===== src/common/exe_pkg.sv =====
`default_nettype none

package exe_pkg;

    // ==============================
    // widths
    // ==============================
    localparam int XLEN      = 32;
    localparam int REG_IDX_W = 5;
    localparam int DMEM_W    = 4;  // load/store type code
    localparam int MUL_STEPS = 32; // one step per multiplier bit
    localparam int MUL_CNT_W = $clog2(MUL_STEPS);

    // ==============================
    // opcodes and states
    // ==============================
    typedef enum logic [4:0] {
        OP_ADD,
        OP_SUB,
        OP_AND,
        OP_OR,
        OP_XOR,
        OP_SLL,
        OP_SRL,
        OP_SRA,
        OP_SLT,
        OP_SLTU,
        OP_BEQ,
        OP_BNE,
        OP_BLT,
        OP_BGE,
        OP_BLTU,
        OP_BGEU,
        OP_JALR,
        OP_MUL
    } alu_op_e;

    typedef enum logic [1:0] {
        WB_ALU, // alu or mul result
        WB_IMM, // lui
        WB_PC4  // jal / jalr link value
    } wb_src_e;

    typedef enum logic [1:0] {
        ST_IDLE,
        ST_MUL,  // multiplier running
        ST_DONE  // product ready, mem stage stalled
    } exe_state_e;

    // ==============================
    // stage bundles
    // ==============================
    typedef struct packed {
        logic                 valid;
        alu_op_e              op;
        logic [XLEN-1:0]      rs1;
        logic [XLEN-1:0]      rs2;
        logic [XLEN-1:0]      imm;
        logic [XLEN-1:0]      pc_plus4;
        logic [XLEN-1:0]      pred_pc;    // static predictor target
        logic                 pred_taken;
        logic                 is_branch;
        logic                 is_jalr;
        logic [DMEM_W-1:0]    dmem_type;
        logic                 reg_we;
        logic [REG_IDX_W-1:0] rd;
        wb_src_e              wb_src;
        logic                 illegal;
    } id_ex_t;

    typedef struct packed {
        logic                 valid;
        logic [XLEN-1:0]      wb_value;
        logic [XLEN-1:0]      store_data; // rs2 for stores
        logic [DMEM_W-1:0]    dmem_type;
        logic                 reg_we;
        logic [REG_IDX_W-1:0] rd;
        logic                 illegal;
    } ex_mem_t;

    typedef struct packed {
        logic            valid;
        logic [XLEN-1:0] pc;
    } redirect_t;

endpackage

`default_nettype wire

===== src/exe/exe_top.sv =====
`default_nettype none

module exe_top (
    input  logic               clk,
    input  logic               rst_n_i,
    input  exe_pkg::id_ex_t    id_ex_i,
    input  logic               flush_i,
    input  logic               mem_stall_i,
    output exe_pkg::ex_mem_t   ex_mem_o,
    output exe_pkg::redirect_t redirect_o,
    output logic               busy_o
);
    import exe_pkg::*;

    logic            mul_start;
    logic            mul_done;
    logic            load_en;
    logic            clear;
    logic [XLEN-1:0] mul_result;
    logic [XLEN-1:0] alu_result;
    logic            cond_true;
    redirect_t       redirect_next;

    // ==============================
    // control
    // ==============================
    exe_ctrl u_ctrl (
        .clk         (clk),
        .rst_n_i     (rst_n_i),
        .id_valid_i  (id_ex_i.valid),
        .op_i        (id_ex_i.op),
        .flush_i     (flush_i),
        .mem_stall_i (mem_stall_i),
        .mul_done_i  (mul_done),
        .mul_start_o (mul_start),
        .load_en_o   (load_en),
        .clear_o     (clear),
        .busy_o      (busy_o)
    );

    // ==============================
    // datapath
    // ==============================
    exe_alu u_alu (
        .op_i        (id_ex_i.op),
        .a_i         (id_ex_i.rs1),
        .b_i         (id_ex_i.rs2),
        .imm_i       (id_ex_i.imm),
        .result_o    (alu_result),
        .cond_true_o (cond_true)
    );

    exe_branch_unit u_branch (
        .id_ex_i      (id_ex_i),
        .alu_result_i (alu_result),
        .cond_true_i  (cond_true),
        .redirect_o   (redirect_next)
    );

    exe_mul_unit u_mul (
        .clk      (clk),
        .rst_n_i  (rst_n_i),
        .start_i  (mul_start),
        .a_i      (id_ex_i.rs1),
        .b_i      (id_ex_i.rs2),
        .done_o   (mul_done),
        .result_o (mul_result)
    );

    exe_stage_reg u_stage_reg (
        .clk          (clk),
        .rst_n_i      (rst_n_i),
        .load_en_i    (load_en),
        .clear_i      (clear),
        .id_ex_i      (id_ex_i),
        .alu_result_i (alu_result),
        .mul_result_i (mul_result),
        .redirect_i   (redirect_next),
        .ex_mem_o     (ex_mem_o),
        .redirect_o   (redirect_o)
    );

endmodule

`default_nettype wire


===== src/exe/exe_stage_reg.sv =====
`default_nettype none

module exe_stage_reg (
    input  logic                     clk,
    input  logic                     rst_n_i,
    input  logic                     load_en_i,
    input  logic                     clear_i,
    input  exe_pkg::id_ex_t          id_ex_i,
    input  logic [exe_pkg::XLEN-1:0] alu_result_i,
    input  logic [exe_pkg::XLEN-1:0] mul_result_i,
    input  exe_pkg::redirect_t       redirect_i,
    output exe_pkg::ex_mem_t         ex_mem_o,
    output exe_pkg::redirect_t       redirect_o
);
    import exe_pkg::*;

    ex_mem_t         ex_mem_q;
    redirect_t       redirect_q;
    logic [XLEN-1:0] exe_value; // alu or mul
    logic [XLEN-1:0] wb_value;

    assign exe_value = (id_ex_i.op == OP_MUL) ? mul_result_i : alu_result_i;

    // ==============================
    // write-back select
    // ==============================
    always_comb begin
        case (id_ex_i.wb_src)
            WB_IMM:  wb_value = id_ex_i.imm;      // lui
            WB_PC4:  wb_value = id_ex_i.pc_plus4; // link address
            default: wb_value = exe_value;
        endcase
    end

    always_ff @(posedge clk) begin
        if (!rst_n_i || clear_i) begin
            ex_mem_q.valid   <= 1'b0;
            ex_mem_q.reg_we  <= 1'b0;
            redirect_q.valid <= 1'b0;
        end else if (load_en_i) begin
            ex_mem_q.valid      <= id_ex_i.valid;
            ex_mem_q.reg_we     <= id_ex_i.valid && id_ex_i.reg_we; // bubbles never write
            ex_mem_q.wb_value   <= wb_value;
            ex_mem_q.store_data <= id_ex_i.rs2;
            ex_mem_q.dmem_type  <= id_ex_i.dmem_type;
            ex_mem_q.rd         <= id_ex_i.rd;
            ex_mem_q.illegal    <= id_ex_i.illegal;
            redirect_q          <= redirect_i; // same edge as the result
        end
        // else hold under mem stall or while mul runs
    end

    assign ex_mem_o   = ex_mem_q;
    assign redirect_o = redirect_q;

endmodule

`default_nettype wire


===== src/exe/exe_ctrl.sv =====
`default_nettype none

module exe_ctrl (
    input  logic             clk,
    input  logic             rst_n_i,
    input  logic             id_valid_i,
    input  exe_pkg::alu_op_e op_i,
    input  logic             flush_i,
    input  logic             mem_stall_i,
    input  logic             mul_done_i,
    output logic             mul_start_o,
    output logic             load_en_o, // stage reg load
    output logic             clear_o,   // kill stage reg valids
    output logic             busy_o     // decode holds id_ex
);
    import exe_pkg::*;

    exe_state_e state_q;
    exe_state_e state_d;
    logic       mul_req;
    logic       pending_q; // a run still going, e.g. left behind by a flush

    assign mul_req = id_valid_i && (op_i == OP_MUL);

    // ==============================
    // next state and strobes
    // ==============================
    always_comb begin
        state_d     = state_q;
        mul_start_o = 1'b0;
        load_en_o   = 1'b0;
        clear_o     = flush_i; // flush wins everywhere
        if (flush_i) begin
            state_d = ST_IDLE;
        end else begin
            case (state_q)
                ST_IDLE: begin
                    if (mul_req) begin
                        if (!mem_stall_i && !pending_q) begin
                            mul_start_o = 1'b1;
                            state_d     = ST_MUL;
                        end
                    end else if (!mem_stall_i) begin
                        load_en_o = 1'b1; // single-cycle op or bubble
                    end
                end
                ST_MUL: begin
                    if (mul_done_i) begin
                        if (mem_stall_i) begin
                            state_d = ST_DONE; // park the product
                        end else begin
                            load_en_o = 1'b1;
                            state_d   = ST_IDLE;
                        end
                    end
                end
                ST_DONE: begin
                    if (!mem_stall_i) begin
                        load_en_o = 1'b1;
                        state_d   = ST_IDLE;
                    end
                end
                default: state_d = ST_IDLE;
            endcase
        end
    end

    // low again in the cycle the result is loaded
    assign busy_o = (state_q != ST_IDLE || mul_req) && !load_en_o;

    always_ff @(posedge clk) begin
        if (!rst_n_i) begin
            state_q   <= ST_IDLE;
            pending_q <= 1'b0;
        end else begin
            state_q <= state_d;
            if (mul_start_o)
                pending_q <= 1'b1;
            else if (mul_done_i)
                pending_q <= 1'b0; // also drains a flushed run
        end
    end

    // every start comes back as one done pulse, MUL_STEPS+1 edges later
    a_mul_latency: assert property (
        @(posedge clk) disable iff (!rst_n_i)
        mul_start_o |-> ##(MUL_STEPS + 1) mul_done_i
    );

    // a product only returns for a run started here
    a_done_needs_run: assert property (
        @(posedge clk) disable iff (!rst_n_i) mul_done_i |-> pending_q
    );

endmodule

`default_nettype wire


===== src/exe/exe_mul_unit.sv =====
`default_nettype none

module exe_mul_unit (
    input  logic                     clk,
    input  logic                     rst_n_i,
    input  logic                     start_i, // one-cycle pulse from ctrl
    input  logic [exe_pkg::XLEN-1:0] a_i,
    input  logic [exe_pkg::XLEN-1:0] b_i,
    output logic                     done_o,
    output logic [exe_pkg::XLEN-1:0] result_o // low half of a*b
);
    import exe_pkg::*;

    logic [XLEN-1:0]      mcand_q; // shifts left
    logic [XLEN-1:0]      mplier_q; // shifts right
    logic [XLEN-1:0]      acc_q;
    logic [MUL_CNT_W-1:0] cnt_q;
    logic                 busy_q;
    logic                 done_q;
    logic                 last_step;

    assign last_step = busy_q && (cnt_q == MUL_CNT_W'(MUL_STEPS - 1));

    // ==============================
    // control bits
    // ==============================
    always_ff @(posedge clk) begin
        if (!rst_n_i) begin
            busy_q <= 1'b0;
            done_q <= 1'b0;
            cnt_q  <= '0;
        end else begin
            done_q <= last_step; // pulse right after final step
            if (start_i) begin
                busy_q <= 1'b1;
                cnt_q  <= '0;
            end else if (busy_q) begin
                cnt_q <= cnt_q + 1'b1;
                if (last_step)
                    busy_q <= 1'b0;
            end
        end
    end

    // datapath, no reset needed
    always_ff @(posedge clk) begin
        if (start_i) begin
            mcand_q  <= a_i;
            mplier_q <= b_i;
            acc_q    <= '0;
        end else if (busy_q) begin
            if (mplier_q[0])
                acc_q <= acc_q + mcand_q; // wraps, only low bits kept
            mcand_q  <= mcand_q << 1;
            mplier_q <= mplier_q >> 1;
        end
    end

    assign done_o   = done_q;
    assign result_o = acc_q;

    // ctrl must wait out a running multiply before the next start
    a_no_start_while_busy: assert property (
        @(posedge clk) disable iff (!rst_n_i) start_i |-> !busy_q
    );

endmodule

`default_nettype wire


===== src/exe/exe_branch_unit.sv =====
`default_nettype none

module exe_branch_unit (
    input  exe_pkg::id_ex_t           id_ex_i,
    input  logic [exe_pkg::XLEN-1:0] alu_result_i, // branch / jalr target
    input  logic                     cond_true_i,  // actual outcome
    output exe_pkg::redirect_t        redirect_o
);
    import exe_pkg::*;

    logic            mispredict;
    logic [XLEN-1:0] correct_pc;
    logic            jalr_hit;

    // predictor already pointed at the right jalr target
    assign jalr_hit = id_ex_i.pred_taken && (id_ex_i.pred_pc == alu_result_i);

    // ==============================
    // outcome vs prediction
    // ==============================
    always_comb begin
        mispredict = 1'b0;
        correct_pc = id_ex_i.pc_plus4;
        if (id_ex_i.is_branch) begin
            mispredict = cond_true_i ^ id_ex_i.pred_taken;
            // taken -> target, not taken -> fall through
            correct_pc = cond_true_i ? alu_result_i : id_ex_i.pc_plus4;
        end else if (id_ex_i.is_jalr) begin
            mispredict = !jalr_hit;
            correct_pc = alu_result_i;
        end
    end

    // bubbles never redirect
    assign redirect_o.valid = id_ex_i.valid && mispredict;
    assign redirect_o.pc    = correct_pc;

endmodule

`default_nettype wire


===== src/exe/exe_alu.sv =====
`default_nettype none

module exe_alu (
    input  exe_pkg::alu_op_e          op_i,
    input  logic [exe_pkg::XLEN-1:0] a_i,   // rs1
    input  logic [exe_pkg::XLEN-1:0] b_i,   // rs2
    input  logic [exe_pkg::XLEN-1:0] imm_i, // offset for branch and jalr targets
    output logic [exe_pkg::XLEN-1:0] result_o,
    output logic                     cond_true_o
);
    import exe_pkg::*;

    logic [XLEN-1:0] sum;      // rs1 + imm, shared by all target ops
    logic [4:0]      shamt;
    logic            lt_s;
    logic            lt_u;
    logic            eq;

    assign sum   = a_i + imm_i;
    assign shamt = b_i[4:0];  // rv32 uses low 5 bits only
    assign lt_s  = $signed(a_i) < $signed(b_i);
    assign lt_u  = a_i < b_i;
    assign eq    = a_i == b_i;

    // ==============================
    // result mux
    // ==============================
    always_comb begin
        result_o    = '0;
        cond_true_o = 1'b0;
        case (op_i)
            OP_ADD:  result_o = a_i + b_i;
            OP_SUB:  result_o = a_i - b_i;
            OP_AND:  result_o = a_i & b_i;
            OP_OR:   result_o = a_i | b_i;
            OP_XOR:  result_o = a_i ^ b_i;
            OP_SLL:  result_o = a_i << shamt;
            OP_SRL:  result_o = a_i >> shamt;
            OP_SRA:  result_o = XLEN'($signed(a_i) >>> shamt); // sign fill
            OP_SLT:  result_o = {{(XLEN-1){1'b0}}, lt_s};
            OP_SLTU: result_o = {{(XLEN-1){1'b0}}, lt_u};
            // branches, target on result, outcome on cond
            OP_BEQ:  begin result_o = sum; cond_true_o = eq;    end
            OP_BNE:  begin result_o = sum; cond_true_o = !eq;   end
            OP_BLT:  begin result_o = sum; cond_true_o = lt_s;  end
            OP_BGE:  begin result_o = sum; cond_true_o = !lt_s; end
            OP_BLTU: begin result_o = sum; cond_true_o = lt_u;  end
            OP_BGEU: begin result_o = sum; cond_true_o = !lt_u; end
            OP_JALR: begin
                result_o    = {sum[XLEN-1:1], 1'b0}; // lsb cleared per spec
                cond_true_o = 1'b1;                  // always taken
            end
            default: result_o = '0; // OP_MUL comes from the mul unit
        endcase
    end

endmodule

`default_nettype wire


===== config.mk =====
export PLATFORM = sky130hd
export DESIGN_NAME = exe_top
export DESIGN_NICKNAME = d
export VERILOG_FILES = /design/src/common/exe_pkg.sv /design/src/exe/exe_top.sv /design/src/exe/exe_stage_reg.sv /design/src/exe/exe_ctrl.sv /design/src/exe/exe_mul_unit.sv /design/src/exe/exe_branch_unit.sv /design/src/exe/exe_alu.sv
export SDC_FILE = /design/constraint.sdc
export NUM_CORES = 1
export LEC_CHECK = 0
export BUFFER_PORTS_ARGS = -buffer_cell sky130_fd_sc_hd__buf_2
export CAP_MARGIN = 40
export CELL_PAD_IN_SITES_DETAIL_PLACEMENT = 2
export CELL_PAD_IN_SITES_GLOBAL_PLACEMENT = 2
export CORE_MARGIN = 4
export CORE_UTILIZATION = 36
export DETAILED_ROUTE_END_ITERATION = 6
export HOLD_SLACK_MARGIN = 0.08
export MAX_ROUTING_LAYER = met4
export PLACE_DENSITY_LB_ADDON = 0.1
export SETUP_SLACK_MARGIN = 0.02
export SLEW_MARGIN = 10
export SYNTH_ARGS = -nofsm -noshare
export SYNTH_HDL_FRONTEND = slang
export SYNTH_SLANG_ARGS = --single-unit

===== constraint.sdc =====
create_clock -name clk -period 6.7 [get_ports clk]
set_input_delay 0.335 -clock clk [delete_from_list [all_inputs] [get_ports clk]]
set_output_delay 0.335 -clock clk [all_outputs]
set_load 0.1 [all_outputs]

After elaboration in Yosys (flattened, before gate mapping)
Index checks and enable logic that the tools add are counted.
- output and inout port bits: 110
- logic and storage cells: 122
- bits of input ports: 186
- register bits after elaboration: 215
- mux-type cells: 33
- reduce and logical (&&, ||, !) cells: 28
- order comparisons: 2
- shifts and indexed selects: 3
- $add $sub $neg: 5
- bitwise operators: 6
- eq/ne operators: 28
- operators with widths (cell ; count):
    one-hot mux 32 bit (12 select lines) ; 1
    two-way mux 32 bit ; 8
    adder 32 bit ; 3
    == test 32 bit ; 2
    < comparator 32 bit ; 2
    one-hot mux 32 bit (2 select lines) ; 1
    == test 5 x 4 -> 1 bit (second input constant) ; 8
    AND 32 bit ; 1
    bitwise OR 32 bit ; 1
    left shift 32 x 5 -> 32 bit ; 1
    right shift 32 x 5 -> 32 bit ; 1
    >>> shifter 32 x 5 -> 32 bit ; 1
    subtractor 32 bit ; 1
    XOR 32 bit ; 1
    == test 5 x 3 -> 1 bit (second input constant) ; 4
    == test 5 bit (second input constant) ; 3
    two-way mux 1 bit ; 15
    == test 5 x 2 -> 1 bit (second input constant) ; 2
    two-way mux 2 bit ; 5
    logical NOT 1 bit ; 8
    logical AND 1 bit ; 7
    one-hot mux 1 bit (7 select lines) ; 1
    != test 2 x 1 -> 1 bit (second input constant) ; 3
    one-hot mux 2 bit (3 select lines) ; 1
    16 further kinds ; 24

Longest topological paths before layout
Gate-level depths: netlist (run 1).
- depth in word-level cells: 9
- mapped depth: 19
- gate-level depth less buffers: 16

By module
From an unflattened synthesis (run 1), not the netlist that was laid out.
- cells, all modules: 2412
- area, all modules: 21708.3 um^2
- by module, submodules not included (module ; instances ; cells an instance ; area each (um^2) ; seq. area each (um^2)):
    exe_alu ; 1 ; 1496 ; 10635.2 ; 0.0
    exe_mul_unit ; 1 ; 528 ; 5780.5 ; 2702.6
    exe_stage_reg ; 1 ; 281 ; 4304.1 ; 3243.1
    exe_branch_unit ; 1 ; 84 ; 775.7 ; 0.0
    exe_ctrl ; 1 ; 23 ; 212.7 ; 60.1

Worst setup path before layout (run 1)
No wires, ideal clock.
- path kind: input to register
- start: in id_ex_i[114] in the netlist's numbering
- end: reg u_stage_reg.redirect_q, in the netlist u_stage_reg.redirect_o[27], data pin
- arrival: 4.513 ns
- data required time: 6.440 ns
- cell stages on the path: 16
- setup slack: 1.927 ns
- buffers on the path: 5
- library setup time: 0.260 ns
- cell sequence: clkbuf_1 clkinv_1 buf_2 buf_1 ha_1 clkbuf_1 o21bai_1 a21oi_1 a211oi_1 a211oi_1 o22ai_1 xor2_1 a31oi_1 a21oi_1 clkbuf_1 mux2_2
- RTL lines (element ; line ; text):
    from (decl) ; exe_top.sv:6 ; input exe_pkg::id_ex_t id_ex_i,
    to (signal assigned) ; exe_stage_reg.sv:48 ; redirect_q <= redirect_i;
    to (decl) ; exe_stage_reg.sv:18 ; redirect_t redirect_q;

Worst setup path in the final report (run 1)
- start: in id_ex_i[132] in the netlist's numbering
- end: reg u_stage_reg.redirect_q, in the netlist u_stage_reg.redirect_o[32]
- cells in the longest elaborated chain, start to end: 8
- elaborated cells on any way between the ends: 20
- those cells by class: add/sub (2); order compare (2); eq/ne (2); mux (4); bitwise (4); reduce/logical (6)
- ends and longest elaborated chain (element ; line ; text):
    subtractor 32 bit (tied with other cells) ; exe_alu.sv:33 ; OP_SUB: result_o = a_i - b_i;
    one-hot mux 32 bit (12 select lines) ; exe_alu.sv:31 ; case (op_i)
    == test 32 bit ; exe_branch_unit.sv:16 ; assign jalr_hit = id_ex_i.pred_taken && (id_ex_i.pred_pc == alu_result_i);
    logical AND 1 bit ; exe_branch_unit.sv:16 ;
    logical NOT 1 bit ; exe_branch_unit.sv:29 ; mispredict = !jalr_hit;
    two-way mux 1 bit ; exe_branch_unit.sv:28 ; end else if (id_ex_i.is_jalr) begin
    two-way mux 1 bit * ; exe_branch_unit.sv:24 ; if (id_ex_i.is_branch) begin
    logical AND 1 bit * ; exe_branch_unit.sv:35 ; assign redirect_o.valid = id_ex_i.valid && mispredict;
Mark *: on every way between the ends. The rest lies on a longest branch, timed or not.
A chain may end at the register's enable or synchronous reset.

==> results of run 1 <==
-- worst reg2reg max path: cells and delay by family (launching register included) --
| family | cells | cell delay (ns) |
|---|---|---|
| AO/OA/AOI/OAI | 9 | 2.67 |
| flip-flops | 1 | 0.47 |
| adder cells (fa/ha/maj) | 1 | 0.38 |
| AND/OR/NAND/NOR | 2 | 0.27 |
| XOR/XNOR | 1 | 0.17 |
-- Yosys cell counts (all sizes together) (13+ instances only) --
master,instances,area share [%]
o221ai,14,0.57
a221oi,49,2.0
a2111oi,14,0.69
o21ai,184,4.3
nor4,34,1.0
nor2,204,3.6
o2111ai,19,0.77
nor2b,27,0.78
xor2,38,1.5
nand2,281,4.9
nand2b,32,0.93
and3,18,0.52
a31oi,29,0.84
o21bai,21,0.73
o211ai,26,0.91
xnor2,73,3.0
a21oi,235,5.5
buf,43,1.1
or3,13,0.38
o21a,15,0.52
clkbuf,125,2.2
o31ai,20,0.70
a211oi,40,1.4
mux2,45,2.4
a21o,36,1.3
mux4,31,3.3
nor3,52,1.2
ha,163,9.5
nand3,44,1.0
o22ai,33,0.96
inv,115,2.0
edfxtp,170,24
dfxtp,45,4.2
a22oi,22,0.77
mux2i,76,3.5
nand4,28,0.81
-- worst paths after layout --
| path | start | endpoint | depth (start not counted) |
|---|---|---|---|
| worst min-delay path | id_ex_i[116] | u_stage_reg.ex_mem_o[15]$_DFFE_PP_ | 1 |
| worst max register to register | u_mul.mcand_q[6]$_DFFE_PP_ | u_mul.result_o[31]$_SDFFE_PP0P_ | 13 |
| worst max-delay path | id_ex_i[132] | u_stage_reg.redirect_o[32]$_SDFFE_PP0P_ | 18 |
| worst min register to register | u_mul.result_o[8]$_SDFFE_PP0P_ | u_mul.result_o[8]$_SDFFE_PP0P_ | 2 |
-- per-layer routing --
layer  GRT usage (%)  vias to the layer above
met5               -                        -
met4           13.01                        0
met3           7.337                      248
met2           59.93                     1026
met1           47.60                    12070
li1                -                    10240
-- final cells by class --
cell class	instances	share of cell area [%]
diodes	6	0.05966
clock buffers	41	3.052
clock inverters	8	0.2933
inverters	118	1.760
multi-input cells	2074	57.44
flip-flops and latches	215	23.86
well taps	773	3.843
repair buffers	403	9.689
-- placed cells by master, fill, tap and decap left out, types with 21 or more instances in the layout --
master	instances
o21bai_1	21
a31oi_1	29
nand3_1	43
mux2i_1	76
o22ai_1	32
mux4_2	29
o211ai_1	26
buf_2	297
o21ai_0	183
edfxtp_1	170
xor2_1	38
buf_4	56
mux2_2	42
a221oi_1	49
nand2b_1	31
a21oi_1	233
ha_1	162
a211oi_1	39
clkbuf_16	27
dfxtp_1	45
nor2_1	203
dlygate4sd3_1	43
nor2b_1	27
nor3_1	49
xnor2_1	73
nand4_1	28
inv_1	115
nor4_1	31
nand2_1	281
a21o_1	36
a22oi_1	22
-- state kept, by name, summed over array words and instances, names as in the netlist --
register                count
u_ctrl.pending_q            1
u_mul.result_o             32
u_stage_reg.ex_mem_o       76
u_mul.busy_q                1
u_mul.mcand_q              32
u_mul.done_o                1
u_mul.cnt_q                 5
u_stage_reg.redirect_o     33
u_mul.mplier_q             32
u_ctrl.state_q              2
-- power groups by stage --
stage	Combinational [mW]	Sequential, mW	Clock (mW)
after floorplan	1.11	1.75	0
after global placement	1.89	1.59	0
after detailed placement	1.96	1.60	0
after CTS	2.00	1.57	1.46
after global routing	2.19	1.58	1.53
final	2.06	1.57	1.45
-- timing repair --
action	CTS	global route
hold endpoints to repair	42	0
hold buffers	43	0
buffers inserted	0	0
-- stage by stage --
stage                     total power [mW]  area (um2)  utilization, %  setup WS, ns  hold WS, ns
after floorplan                      2.861       21540               -         1.927       0.4339
after global placement               3.485       23810           40.26         1.124       0.4570
after detailed placement             3.559       23880           40.38         1.103       0.4747
after CTS                            5.026       25150           42.53         1.497      0.08446
after global routing                 5.299       25170           42.56         1.166      0.08425
final                                5.083       25170           42.56         1.399       0.1011
-- cell families (layout without fill, tap and decap cells) --
| family | after synthesis | count (layout) |
|---|---|---|
| AOI/OAI and AO/OA | 858 | 858 |
| xor gates and xnor gates | 111 | 111 |
| adders and majority gates | 167 | 167 |
| buffers and inverters | 286 | 570 |
| DFF | 215 | 215 |
| muxes | 152 | 152 |
| other | 0 | 6 |
| and+or+nand+nor | 786 | 786 |
==> flow_metrics.env, run 1 <==
export IMPL_grt_usage_pct=37.47
export IMPL_grt_pass1_vias=25010
export IMPL_std_cell_rows=89
export IMPL_dp_cells=3539
export IMPL_fmax_mhz=188.6
export IMPL_yosysWarningCount=0
export IMPL_finalCriticalPeriod_ns=5.301
export IMPL_end_kind="flop"
export IMPL_crit_path_cell_trace="dlygate4sd3_1, buf_2, inv_1, ha_1, inv_1, a21oi_1, o21bai_1, a21oi_1, mux2_2, a2111oi_1, clkdlybuf4s15_2, o211ai_1, nor3_1, xor2_1, nand2_1, nor4_1, nand4_1, o31a_1"
export IMPL_syn_avg_cell_area_um2=8.365
export IMPL_ctsResizeCount=0
export IMPL_drv_slew=0
export IMPL_setup_viol=0
export IMPL_synth_adder_area_share_pct=9.840
export IMPL_die_area_mm2=0.06381
export IMPL_stdcell_count=3638
export IMPL_synthesis_area_mm2=0.02154
export IMPL_clkPwrFrac_pct=28.5
export IMPL_place_port_buffers=295
export IMPL_critPathMaxStageDelay_ns=0.71
export IMPL_synthCells=2575
export IMPL_regArea_mm2=0.006006
export IMPL_p_sw_mw=2.076
export IMPL_power_leakage_nw=10.36
export IMPL_wl_per_cell_um=33.17
export IMPL_relSlewSlack_pct=31.37
export IMPL_via_per_inst=6.482
export IMPL_die_w_um=252.6
export IMPL_vias=23580
export IMPL_grt_overflow_total=0
export IMPL_layout_drive_gt1_share_pct=17.84
export IMPL_die_y_um=252.6
export IMPL_power_density_mw_per_mm2=202.0
export IMPL_comb_power_share_pct=40.6
export IMPL_sequentialPowerShare_pct=30.9
export IMPL_grt_start_max_net_pins=85
export IMPL_cts_made_buffers=27
export IMPL_timing_final_crit_share_pct=79.13
export IMPL_finClkSkew_ns=0.02459
export IMPL_netSwitchingFraction_pct=40.84
export IMPL_final_antenna_net_count=0
export IMPL_met3WireLength_um=9499
export IMPL_area_delta_synth_final_pct=16.84
export IMPL_syn_nets=2928
export IMPL_hold_viol_final=0
export IMPL_dr_pass1_iters=5
export IMPL_max_cap_viol_count=0
export IMPL_status="completed"
export IMPL_met1Wirelength_um=50850
export IMPL_worstMarginPinSlew_ns=1.020
export IMPL_num_nets_final=3192
export IMPL_clock_latency_ns=0.58
export IMPL_synth_compound_area_share_pct=26.19
export IMPL_root_buffer="clkbuf_16"
export IMPL_async_flop_share_pct=0
export IMPL_tritoncts="built"
export IMPL_synth_xor_area_share_pct=4.513
export IMPL_clk_pin_slew_worst_paths_ns=0.06
export IMPL_worstHoldPathType="input port to flop"
export IMPL_synth_seq_area_share_pct=27.88
export IMPL_hpwl_um=93550
export IMPL_top_level_ports=296
export IMPL_gp_congestion=0.9980
export IMPL_synth_edf_count=170
export IMPL_drc_errors=0
export IMPL_crit_family="compound AO/OA/AOI/OAI gates"
export IMPL_synth_distinct_cells=92
export IMPL_setup_tns_ns=0
export IMPL_synth_simple_area_share_pct=17.06
export IMPL_rrSetupSlack_ns=2.59
export IMPL_coreArea_mm2=0.05913
export IMPL_fillers=6632
export IMPL_critical_path_class="input port to flop"
export IMPL_synth_ff_type="edfxtp_1"
export IMPL_clock_sinks=215
export IMPL_slowest_stage="nor3_1"
export IMPL_yosys_register_bits=215
export IMPL_synthMuxAreaShare_pct=9.178
export IMPL_cp_max_fo=15
export IMPL_start_kind="input port"
export IMPL_grt_pass1_wl_um=174000
export IMPL_synth_top_family_by_area="compound AO/OA/AOI/OAI gates"
export IMPL_drtIter0Drc=2227
export IMPL_met2WireLength_um=55520
export IMPL_crit_arrival_ns=5.75
export IMPL_wl_um=120700
export IMPL_rsz0062_at_grt="false"
export IMPL_p_int_mw=3.007
export IMPL_top_layer="met4"
export IMPL_ir_drop_mv=0.2462
export IMPL_crit_buf_inv=5
export IMPL_antenna_found_initial=8
export IMPL_multi_input_area_mm2=0.01446
export IMPL_max_clock_path_buffers=3
export IMPL_cts_htree_levels=1
export IMPL_required_ns=7.15
export IMPL_start_util_pct=36.43
Power figures use the tool's default switching activity.
==> inputs of run 2 (changes only) <==
--- a/config.mk
+++ b/config.mk
@@ -10,7 +10,7 @@
 export CELL_PAD_IN_SITES_DETAIL_PLACEMENT = 2
 export CELL_PAD_IN_SITES_GLOBAL_PLACEMENT = 2
 export CORE_MARGIN = 4
-export CORE_UTILIZATION = 36
+export CORE_UTILIZATION = 32
 export DETAILED_ROUTE_END_ITERATION = 6
 export HOLD_SLACK_MARGIN = 0.08
 export MAX_ROUTING_LAYER = met4
==> constraint.sdc (replaced) <==
create_clock -name clk -period 4.5 [get_ports clk]
set_input_delay 0.225 -clock clk [delete_from_list [all_inputs] [get_ports clk]]
set_output_delay 0.225 -clock clk [all_outputs]
set_load 0.1 [all_outputs]
==> run 2 against run 1 <==
Against the previous run: clock power up 77%; core utilization up 1.5 points; critical path depth up 1; setup slack worse by 1.2 ns; first-iteration DRC count up 18%; via count up 8.7%; highest routed layer unchanged; sequential share of layout area down 3.3 points.
==> flow_metrics.env, run 2 (synthesis gave the netlist of run 1 again) <==
export IMPL_drc_errors=0
export IMPL_finClkSkew_ns=0.02862
export IMPL_drtIter0Drc=2622
export IMPL_grt_start_max_net_pins=127
export IMPL_power_density_mw_per_mm2=293.8
export IMPL_top_level_ports=296
export IMPL_num_nets_final=3638
export IMPL_start_kind="input port"
export IMPL_crit_path_cell_trace="dlygate4sd3_1, buf_2, inv_1, ha_1, nor2_1, a2111oi_2, buf_4, nand3_1, o21a_1, buf_4, xnor2_1, a222oi_1, o211ai_1, xor2_1, nor4_2, nand4_1, nor4_2, nand4_1, o31a_1"
export IMPL_via_per_inst=6.136
export IMPL_critical_path_class="input port to flop"
export IMPL_die_area_mm2=0.07153
export IMPL_wl_um=136000
export IMPL_cts_made_buffers=29
export IMPL_p_total_mw=8.562
export IMPL_relSlewSlack_pct=38.05
export IMPL_dp_cells=4018
export IMPL_clock_latency_ns=0.64
export IMPL_slowest_stage="dlygate4sd3_1"
export IMPL_hold_viol_final=0
export IMPL_fin_util_pct=44.02
export IMPL_worstHoldPathType="input port to flop"
export IMPL_cp_max_fo=6
export IMPL_crit_buf_inv=5
export IMPL_required_ns=5.01
export IMPL_max_clock_path_buffers=3
export IMPL_antenna_found_initial=7
export IMPL_std_cell_rows=94
export IMPL_layout_drive_gt1_share_pct=27.87
export IMPL_largest_reg_flops=76
export IMPL_root_buffer="clkbuf_16"
export IMPL_ir_drop_mv=0.2820
export IMPL_max_cap_viol_count=0
export IMPL_final_antenna_net_count=0
export IMPL_power_leakage_nw=12.62
export IMPL_die_y_um=267.5
export IMPL_setup_tns_ns=0
export IMPL_end_kind="flop"
export IMPL_drv_slew=0
export IMPL_cts_htree_levels=1
export IMPL_wl_per_cell_um=32.56
export IMPL_grt_pass1_vias=27260
export IMPL_finalCriticalPeriod_ns=4.348
export IMPL_die_w_um=267.5
export IMPL_mostFrequentLayoutCell="buf_4"
export IMPL_stdcell_count=4176
export IMPL_rsz0062_at_grt="false"
export IMPL_vias=25630
export IMPL_crit_family="compound AO/OA/AOI/OAI gates"
export IMPL_hpwl_um=107300
export IMPL_tritoncts="built"
export IMPL_area_delta_synth_final_pct=35.32
export IMPL_grt_usage_pct=37.62
export IMPL_grt_overflow_total=0
export IMPL_clock_sinks=215
export IMPL_timing_final_crit_share_pct=96.62
export IMPL_dr_pass1_iters=5
export IMPL_setup_viol=0
export IMPL_critPathMaxStageDelay_ns=0.53
export IMPL_gp_congestion=1.025
export IMPL_clk_pin_slew_worst_paths_ns=0.07
export IMPL_status="completed"
export IMPL_fmax_mhz=230.0
export IMPL_final_cell_mix="438 x buf_4, 295 x buf_2, 281 x nand2_1"
export IMPL_place_port_buffers=295
export IMPL_grt_pass1_wl_um=193900
export IMPL_worstMarginPinSlew_ns=0.9059
export IMPL_coreArea_mm2=0.06622
export IMPL_start_util_pct=32.53
export IMPL_crit_arrival_ns=4.86
## run 2: cell types whose count changed in the layout (fill, tap and decap cells not counted), moves of 5 or more
cell and change:
clkbuf_16 +5, buf_4 +382, dlygate4sd3_1 +56, buf_12 +11
## run 2: final cells by class
cell class	count	area (um2)
clock buffer	43	892.1
sequential	215	6006
inverter	118	442.9
fill	7407	37070
multi-input combinational	2074	14550
tap	864	1081
clock inverter	11	125.1
antenna	4	10.01
timing repair buffer	847	6040
## run 2: path summary, 6_finish.rpt
kind	startpoint	endpoint	slack, ns	depth (start not counted)
worst max-delay path	id_ex_i[124]	u_stage_reg.redirect_o[32]$_SDFFE_PP0P_	0.15	19
worst min-delay path	id_ex_i[84]	u_stage_reg.ex_mem_o[47]$_DFFE_PP_	0.07	3
worst max register to register	u_mul.mcand_q[0]$_SDFFCE_PN0P_	u_mul.result_o[31]$_SDFFE_PP0P_	0.51	14
worst min register to register	u_mul.result_o[19]$_SDFFE_PP0P_	u_mul.result_o[19]$_SDFFE_PP0P_	0.48	2
## run 2: stage by stage
stage,hold slack [ns],area (um2),setup WS (ns)
final,0.07296,29150,0.1520
after global routing,0.08389,29150,0.01490
after CTS,0.08335,29030,0.1133
after detailed placement,0.4061,27020,-0.3333
after global placement,0.4015,27020,-0.2595
after floorplan,0.3239,21550,0.1389
## run 2: per-layer routing
metal | global-route usage (%) | vias up | part of all wire (%)
met5 | - | - | 0
met3 | 3.987 | 209 | 6.2
met2 | 61.83 | 950 | 47
met4 | 10.89 | 0 | 3.4
met1 | 49.37 | 13340 | 43
li1 | - | 11130 | -
## run 2: worst min-delay path: cells and delay by family
family / cells / cell delay, ns
AO/OA/AOI/OAI: 2 / 0.21
buffers and inverters: 1 / 0.14
## run 2: report_power, final
group	internal, mW	leakage, nW	total [mW]	switching (mW)
combinational	1.36	10.2	3.65	2.29
sequential	2.26	1.93	2.34	0.0824
clock	1.49	0.501	2.57	1.08
total	5.11	12.6	8.56	3.45
## run 2: repair_timing
item | 4_1_cts | 5_1_grt
hold buffers | 99 | 0
resized for setup | 0 | 22
hold endpoints to repair | 122 | 0
setup endpoints to repair | 0 | 7
setup buffers | 0 | 1
